==> src/hdl/fub_pkg.sv <==
// unit ids, write-back source codes and latencies; DIV_LATENCY must be at least 1
package fub_pkg;

  // ------------------------------
  // issue targets
  // ------------------------------

  // unit an issued instruction is routed to
  // FUB_NONE is accepted and produces no write
  typedef enum logic [1:0] {
    FUB_FIXEDPOINT = 2'd0,
    FUB_DIV        = 2'd1,
    FUB_IO         = 2'd2,
    FUB_NONE       = 2'd3
  } fub_id_t;

  // ------------------------------
  // write-back sources
  // ------------------------------

  // tag driven on the gpr port with each write
  typedef enum logic [1:0] {
    SRC_FIXEDPOINT = 2'd0,
    SRC_DIV        = 2'd1,
    SRC_IO         = 2'd2
  } wb_src_t;

  // ------------------------------
  // latencies
  // ------------------------------

  // cycles from divide issue until its result may go to the port
  localparam int DIV_LATENCY = 6;

  // countdown must hold DIV_LATENCY itself
  localparam int DIV_CTR_W = $clog2(DIV_LATENCY + 1);

endpackage

==> src/hdl/regfile_pkg.sv <==
// gpr shape only; a 32-entry register file with power-of-two count assumed by index width
package regfile_pkg;

  // ------------------------------
  // register file geometry
  // ------------------------------

  // number of general purpose registers
  localparam int REG_COUNT = 32;

  // index width follows the count
  localparam int REG_IDX_W = $clog2(REG_COUNT);

  // one register index, the payload of every write-back source
  typedef logic [REG_IDX_W-1:0] reg_idx_t;

endpackage

==> src/hdl/div_manager.sv <==
// one outstanding divide; the start strobe is only given while idle_o is high
module div_manager (
  input  logic                  clk,
  input  logic                  reset,
  input  logic                  div_start_i,
  input  regfile_pkg::reg_idx_t div_dest_i,
  input  logic                  grant_i,
  output logic                  idle_o,
  output logic                  req_o,
  output regfile_pkg::reg_idx_t dest_o
);

  // divide in flight, from start until its write is granted
  logic busy;

  // remaining latency cycles
  logic [fub_pkg::DIV_CTR_W-1:0] ctr;

  // pending destination
  regfile_pkg::reg_idx_t dest_q;

  // ------------------------------
  // latency countdown
  // ------------------------------

  // count reaches zero DIV_LATENCY edges after the start edge
  always_ff @(posedge clk or posedge reset) begin
    if (reset) begin
      busy <= 1'b0;
      ctr  <= '0;
    end else begin
      if (div_start_i) begin
        busy <= 1'b1;
        ctr  <= fub_pkg::DIV_CTR_W'(fub_pkg::DIV_LATENCY);
      end else begin
        if (ctr != '0) begin
          ctr <= ctr - 1'b1;
        end
        // write won the port, free again
        if (req_o && grant_i) begin
          busy <= 1'b0;
        end
      end
    end
  end

  // payload, held until the write
  always_ff @(posedge clk) begin
    if (div_start_i) begin
      dest_q <= div_dest_i;
    end
  end

  // ------------------------------
  // port request
  // ------------------------------

  // keeps requesting while losing to higher priority sources
  assign req_o  = busy & (ctr == '0);
  assign dest_o = dest_q;
  assign idle_o = ~busy;

endmodule

==> src/hdl/fub_wb_frontend.sv <==
// single gpr write-back port shared by fxp, div and io; io_delayed_i comes from the io unit
module fub_wb_frontend (
  input  logic                  clk,
  input  logic                  reset,
  input  logic                  issue_valid_i,
  input  fub_pkg::fub_id_t      issue_unit_i,
  input  regfile_pkg::reg_idx_t issue_dest_i,
  input  logic                  io_delayed_i,
  input  logic                  io_req_i,
  input  regfile_pkg::reg_idx_t io_dest_i,
  input  logic                  io_cancel_i,
  output logic                  issue_ready_o,
  output logic                  io_ack_o,
  output logic                  wb_we_o,
  output regfile_pkg::reg_idx_t wb_dest_o,
  output fub_pkg::wb_src_t      wb_src_o
);

  // ------------------------------
  // internal wires
  // ------------------------------

  // dispatch to divider
  logic div_start;
  logic div_idle;

  // fixed-point write request
  logic                  fxp_req;
  regfile_pkg::reg_idx_t fxp_dest;

  // manager requests and grants
  logic                  div_req;
  regfile_pkg::reg_idx_t div_dest;
  logic                  div_grant;
  logic                  io_wb_req;
  regfile_pkg::reg_idx_t io_wb_dest;
  logic                  io_grant;

  // ------------------------------
  // submodules
  // ------------------------------

  issue_dispatch u_dispatch (
    .clk           (clk),
    .reset         (reset),
    .issue_valid_i (issue_valid_i),
    .issue_unit_i  (issue_unit_i),
    .issue_dest_i  (issue_dest_i),
    .div_idle_i    (div_idle),
    .io_delayed_i  (io_delayed_i),
    .issue_ready_o (issue_ready_o),
    .div_start_o   (div_start),
    .fxp_req_o     (fxp_req),
    .fxp_dest_o    (fxp_dest)
  );

  // dest taken straight from the issue bus on the start edge
  div_manager u_div (
    .clk         (clk),
    .reset       (reset),
    .div_start_i (div_start),
    .div_dest_i  (issue_dest_i),
    .grant_i     (div_grant),
    .idle_o      (div_idle),
    .req_o       (div_req),
    .dest_o      (div_dest)
  );

  io_wb_manager u_io (
    .clk         (clk),
    .reset       (reset),
    .io_req_i    (io_req_i),
    .io_dest_i   (io_dest_i),
    .io_cancel_i (io_cancel_i),
    .grant_i     (io_grant),
    .io_ack_o    (io_ack_o),
    .req_o       (io_wb_req),
    .dest_o      (io_wb_dest)
  );

  wb_port_arbiter u_arb (
    .clk         (clk),
    .reset       (reset),
    .fxp_req_i   (fxp_req),
    .fxp_dest_i  (fxp_dest),
    .io_req_i    (io_wb_req),
    .io_dest_i   (io_wb_dest),
    .div_req_i   (div_req),
    .div_dest_i  (div_dest),
    .io_grant_o  (io_grant),
    .div_grant_o (div_grant),
    .wb_we_o     (wb_we_o),
    .wb_dest_o   (wb_dest_o),
    .wb_src_o    (wb_src_o)
  );

endmodule

==> src/hdl/io_wb_manager.sv <==
// four-phase req/ack; io_dest_i and io_cancel_i must stay stable while io_req_i is high
module io_wb_manager (
  input  logic                  clk,
  input  logic                  reset,
  input  logic                  io_req_i,
  input  regfile_pkg::reg_idx_t io_dest_i,
  input  logic                  io_cancel_i,
  input  logic                  grant_i,
  output logic                  io_ack_o,
  output logic                  req_o,
  output regfile_pkg::reg_idx_t dest_o
);

  // handshake phases
  typedef enum logic [1:0] {
    ST_WAIT = 2'd0,
    ST_REQ  = 2'd1,
    ST_ACK  = 2'd2
  } io_state_t;

  io_state_t state;
  io_state_t state_next;

  // ------------------------------
  // next state
  // ------------------------------

  always_comb begin
    state_next = state;
    case (state)
      ST_WAIT: begin
        // cancelled requests skip the port entirely
        if (io_req_i) begin
          state_next = io_cancel_i ? ST_ACK : ST_REQ;
        end
      end
      ST_REQ: begin
        // ack rises together with the registered write
        if (grant_i) begin
          state_next = ST_ACK;
        end
      end
      ST_ACK: begin
        // hold ack until the requester lets go
        if (!io_req_i) begin
          state_next = ST_WAIT;
        end
      end
      default: state_next = ST_WAIT;
    endcase
  end

  always_ff @(posedge clk or posedge reset) begin
    if (reset) begin
      state <= ST_WAIT;
    end else begin
      state <= state_next;
    end
  end

  // ------------------------------
  // outputs
  // ------------------------------

  // ack straight from state, no glitches toward the io unit
  assign io_ack_o = (state == ST_ACK);

  // dest is held by the io unit, no local copy
  assign req_o  = (state == ST_REQ);
  assign dest_o = io_dest_i;

endmodule

==> src/hdl/issue_dispatch.sv <==
// issue_ready_o is combinational; one issue per cycle, fixed-point writes need no back-pressure
module issue_dispatch (
  input  logic               clk,
  input  logic               reset,
  input  logic               issue_valid_i,
  input  fub_pkg::fub_id_t   issue_unit_i,
  input  regfile_pkg::reg_idx_t issue_dest_i,
  input  logic               div_idle_i,
  input  logic               io_delayed_i,
  output logic               issue_ready_o,
  output logic               div_start_o,
  output logic               fxp_req_o,
  output regfile_pkg::reg_idx_t fxp_dest_o
);

  // accepted issue this cycle
  logic accept;

  // ------------------------------
  // readiness per unit
  // ------------------------------

  always_comb begin
    // fixed-point and none never stall
    issue_ready_o = 1'b1;
    case (issue_unit_i)
      // one divide at a time
      fub_pkg::FUB_DIV: issue_ready_o = div_idle_i;
      // io unit busy with a delayed write
      fub_pkg::FUB_IO:  issue_ready_o = ~io_delayed_i;
      default:          issue_ready_o = 1'b1;
    endcase
  end

  assign accept = issue_valid_i & issue_ready_o;

  // one-cycle strobe, div manager captures the dest itself
  assign div_start_o = accept & (issue_unit_i == fub_pkg::FUB_DIV);

  // ------------------------------
  // fixed-point write request
  // ------------------------------

  // one stage, back-to-back issues give back-to-back requests
  always_ff @(posedge clk or posedge reset) begin
    if (reset) begin
      fxp_req_o <= 1'b0;
    end else begin
      fxp_req_o <= accept & (issue_unit_i == fub_pkg::FUB_FIXEDPOINT);
    end
  end

  // dest only meaningful while fxp_req_o is high
  always_ff @(posedge clk) begin
    fxp_dest_o <= issue_dest_i;
  end

endmodule

==> src/hdl/wb_port_arbiter.sv <==
// fixed priority fxp > io > div; grants are combinational, the gpr port is registered
module wb_port_arbiter (
  input  logic                  clk,
  input  logic                  reset,
  input  logic                  fxp_req_i,
  input  regfile_pkg::reg_idx_t fxp_dest_i,
  input  logic                  io_req_i,
  input  regfile_pkg::reg_idx_t io_dest_i,
  input  logic                  div_req_i,
  input  regfile_pkg::reg_idx_t div_dest_i,
  output logic                  io_grant_o,
  output logic                  div_grant_o,
  output logic                  wb_we_o,
  output regfile_pkg::reg_idx_t wb_dest_o,
  output fub_pkg::wb_src_t      wb_src_o
);

  // ------------------------------
  // grants
  // ------------------------------

  // fixed-point always wins, so it needs no grant back
  assign io_grant_o  = io_req_i & ~fxp_req_i;
  assign div_grant_o = div_req_i & ~fxp_req_i & ~io_req_i;

  // ------------------------------
  // port register
  // ------------------------------

  always_ff @(posedge clk or posedge reset) begin
    if (reset) begin
      wb_we_o <= 1'b0;
    end else begin
      wb_we_o <= fxp_req_i | io_req_i | div_req_i;
    end
  end

  // winner's payload, don't care when wb_we_o is low
  always_ff @(posedge clk) begin
    if (fxp_req_i) begin
      wb_dest_o <= fxp_dest_i;
      wb_src_o  <= fub_pkg::SRC_FIXEDPOINT;
    end else if (io_req_i) begin
      wb_dest_o <= io_dest_i;
      wb_src_o  <= fub_pkg::SRC_IO;
    end else begin
      wb_dest_o <= div_dest_i;
      wb_src_o  <= fub_pkg::SRC_DIV;
    end
  end

endmodule
==> config.mk <==
export PLATFORM = sky130hd
export DESIGN_NAME = fub_wb_frontend
export DESIGN_NICKNAME = d
export VERILOG_FILES = /design/src/hdl/fub_pkg.sv /design/src/hdl/regfile_pkg.sv /design/src/hdl/div_manager.sv /design/src/hdl/fub_wb_frontend.sv /design/src/hdl/io_wb_manager.sv /design/src/hdl/issue_dispatch.sv /design/src/hdl/wb_port_arbiter.sv
export SDC_FILE = /design/constraint.sdc
export NUM_CORES = 1
export LEC_CHECK = 0
export ABC_AREA = 1
export BUFFER_PORTS_ARGS = -buffer_cell sky130_fd_sc_hd__buf_2
export CORE_UTILIZATION = 49
export CTS_CLUSTER_SIZE = 10
export DETAILED_ROUTE_END_ITERATION = 6
export GPL_TIMING_DRIVEN = 0
export HOLD_SLACK_MARGIN = 0.15
export MAX_ROUTING_LAYER = met4
export PLACE_DENSITY_LB_ADDON = 0.25
export SYNTH_ARGS = -nofsm -noshare
export SYNTH_HDL_FRONTEND = slang
export SYNTH_SLANG_ARGS = --single-unit
==> constraint.sdc <==
create_clock -name clk -period 1.36 [get_ports clk]
set_input_delay 0.204 -clock clk [delete_from_list [all_inputs] [get_ports clk]]
set_output_delay 0.204 -clock clk [all_outputs]
set_load 0.05 [all_outputs]
==> results.ini <==
[cts]
cts_tree = built
clk_latency_ps = 330
clock_sinks = 25
cts_max_path_buffers = 2
cts.htree.levels = 1
clk_pin_slew_ps = 140
cts_root_buffer = clkbuf_4
cts_made_buffers = 3

[floorplan]
die-area_um2 = 2193
start_util = 0.5465
ioPinCount = 28
die_x_um = 46.83
die_y_um = 46.83
core_um2 = 1802
num_rows = 15

[sta]
hold_viol = 0
whs_ps = 321.6
max_slew_margin = 0.7959
fin_crit_sh = 0.9597
max_freq_ghz = 0.7662
worst_slack_ps = 54.79
setup_viol = 0
finClkSkew_ps = 12.38
maxSlewViolCount = 0
final.min_clock_period_ps = 1305
tightest_slew_ps = 305.8

[drt]
wire_per_inst_um = 11.17
drt_iter0_markers = 9
vias = 758
drt-total-wl_um = 1843
detail-route-antenna-nets = 0
drc_errors = 0
firstDrtPassIters = 4
avgViaCountPerCell = 4.594

[synth]
syn-cell-area_um2 = 984.7
synth_nets = 116
ys_async_sr_fraction = 0.3200
synth_warnings = 0
synth_ff_type = dfxtp_1
synth_top_area_cell = dfxtp_1
synth_edf_count = 5
synth_top_area_frac = 0.2440
yosysUniqueCellTypes = 18
synth.avg_cell_area_um2 = 10.59
seq_area_frac_synth = 0.5997
yosys_register_bits = 25
postSynthCellCount = 93
yosys-top-cells-area = dfxtp_1 (24%), dfrtp_1 (20%), edfxtp_1 (15%)

[critical_path]
worstPathRequired_ps = 1160
criticalPathCategory = flop to output pin
cp.arrival_ps = 1100
worstPathMaxFanout = 3
worstSetupEndpointType = output pin
cp-start-kind = flop

[finish]
syn_to_final_growth_pct = 39.14
fin_area_um2 = 1370
utilization = 0.7604
diodes = 0
fillers = 138
nets = 164
layout_common_cells = nand2_1 (27), buf_2 (25), dlygate4sd3_1 (14)
final_common_cell = nand2_1
drive_gt1_frac = 0.3571

[grt]
grt_use_total = 0.1997
grt_overflow = 0
antenna_found_initial = 0
grt_pass1_vias = 691
grt_max_degree = 17
grt_pass1_wl_um = 2787

[power]
pwr-share-comb = 0.341
ir_worst_vdd_v = 0.001021
pwr-share-clk = 0.179
sw_frac_of_total = 0.3505
seqPwrFrac = 0.481
internal-power_w = 0.001246
power_w = 0.001919
netSwitchingPower_w = 0.0006726
leakage_nw = 0.7077
p_per_area_nw_per_um2 = 1401

[job]
maxCapViolCount = 0

[place]
dp_hpwl_um = 1171
dpl_cell_area_um2 = 1164
port_buffers = 27
gp_congestion = 0.6631
post-place-ws_ps = -73.76

[hold_path]
hold_path_class = primary input to flop

[run_status]
status = finished, final reports clean

[path summary, 6_finish.rpt]
| kind | depth (start not counted) | endpoint | slack [ps] | startpoint |
|---|---|---|---|---|
| worst max-delay path | 4 | issue_ready_o | 50 | u_div.busy |
| worst min-delay path | 5 | u_dispatch.fxp_req_o | 320 | io_delayed_i |
| worst max register to register | 5 | u_div.dest_o[4] | 110 | u_div.busy |
| worst min register to register | 2 | u_arb.wb_dest_o[1] | 470 | u_div.dest_o[1] |
| max in group asynchronous | 3 | u_io.state[0] | 760 | reset |
| min in group asynchronous | 3 | u_dispatch.fxp_req_o | 340 | reset |
[cells in the mapped netlist (3+ instances only)]
master,n
inv_1,14
o21ai_0,4
edfxtp_1,5
nand3_2,5
nand3_1,3
nand2_1,28
dfrtp_1,8
dfxtp_1,12
ha_1,5
[critical path: stages, from the launching register on]
cell and delay [ps]:
dfrtp_1 420, inv_2 70, nand2_2 60, nand3_4 80, buf_8 150
[sequential cells by signal, summed over array words and instances (netlist names)]
signal	flops
u_arb.wb_we_o	1
u_div.ctr	3
u_arb.wb_src_o	2
u_div.dest_o	5
u_io.state	2
u_div.busy	1
u_arb.wb_dest_o	5
u_dispatch.fxp_req_o	1
u_dispatch.fxp_dest_o	5
[per-stage QoR]
stage	setup TNS [ps]	instances
after floorplan	0	93
after global placement	-249.5	145
after detailed placement	-368.4	145
after CTS	0	163
after global routing	-6.591	165
final	0	165
[logic make-up after synthesis]
| group | after synthesis | synth area share |
|---|---|---|
| adders and majority gates | 5 | 0.06353 |
| xor gates and xnor gates | 1 | 0.008896 |
| buffers and inverters | 15 | 0.06099 |
| and+or+nand+nor | 41 | 0.2211 |
| AOI/OAI and AO/OA | 6 | 0.04575 |
| DFF | 25 | 0.5997 |
[timing repair]
action,in CTS,in global routing
setup endpoints to repair,2,2
setup buffers,0,2
resized for setup,4,5
hold buffers,14,0
hold endpoints to repair,26,0
[power groups by stage]
stage | sequential, W | clock [W] | combinational, W
after floorplan | 0.00104 | 0 | 0.000336
after global placement | 0.000934 | 0 | 0.000540
after detailed placement | 0.000936 | 0 | 0.000573
after CTS | 0.000922 | 0.000355 | 0.000613
after global routing | 0.000938 | 0.000389 | 0.000742
final | 0.000922 | 0.000343 | 0.000654
[layer usage]
layer	vias up	global-route usage	part of all wire
met1	339	0.2088	0.40
met3	4	0.07692	0.053
met5	-	-	0
met2	28	0.3361	0.53
met4	0	0.08000	0.014
li1	387	-	-
[final cells by class]
| class | count | area (µm²) | share of cell area |
|---|---|---|---|
| repair buffers | 43 | 306.5 | 0.2237 |
| flip-flops and latches | 25 | 591.8 | 0.4320 |
| inverters | 14 | 52.55 | 0.03836 |
| plain buffers | 1 | 7.507 | 0.005479 |
| multi-input cells | 53 | 349.1 | 0.2548 |
| clock inverters | 1 | 8.758 | 0.006393 |
| well taps | 25 | 31.28 | 0.02283 |
| clock buffers | 3 | 22.52 | 0.01644 |
(Power assumes the default switching activity.)
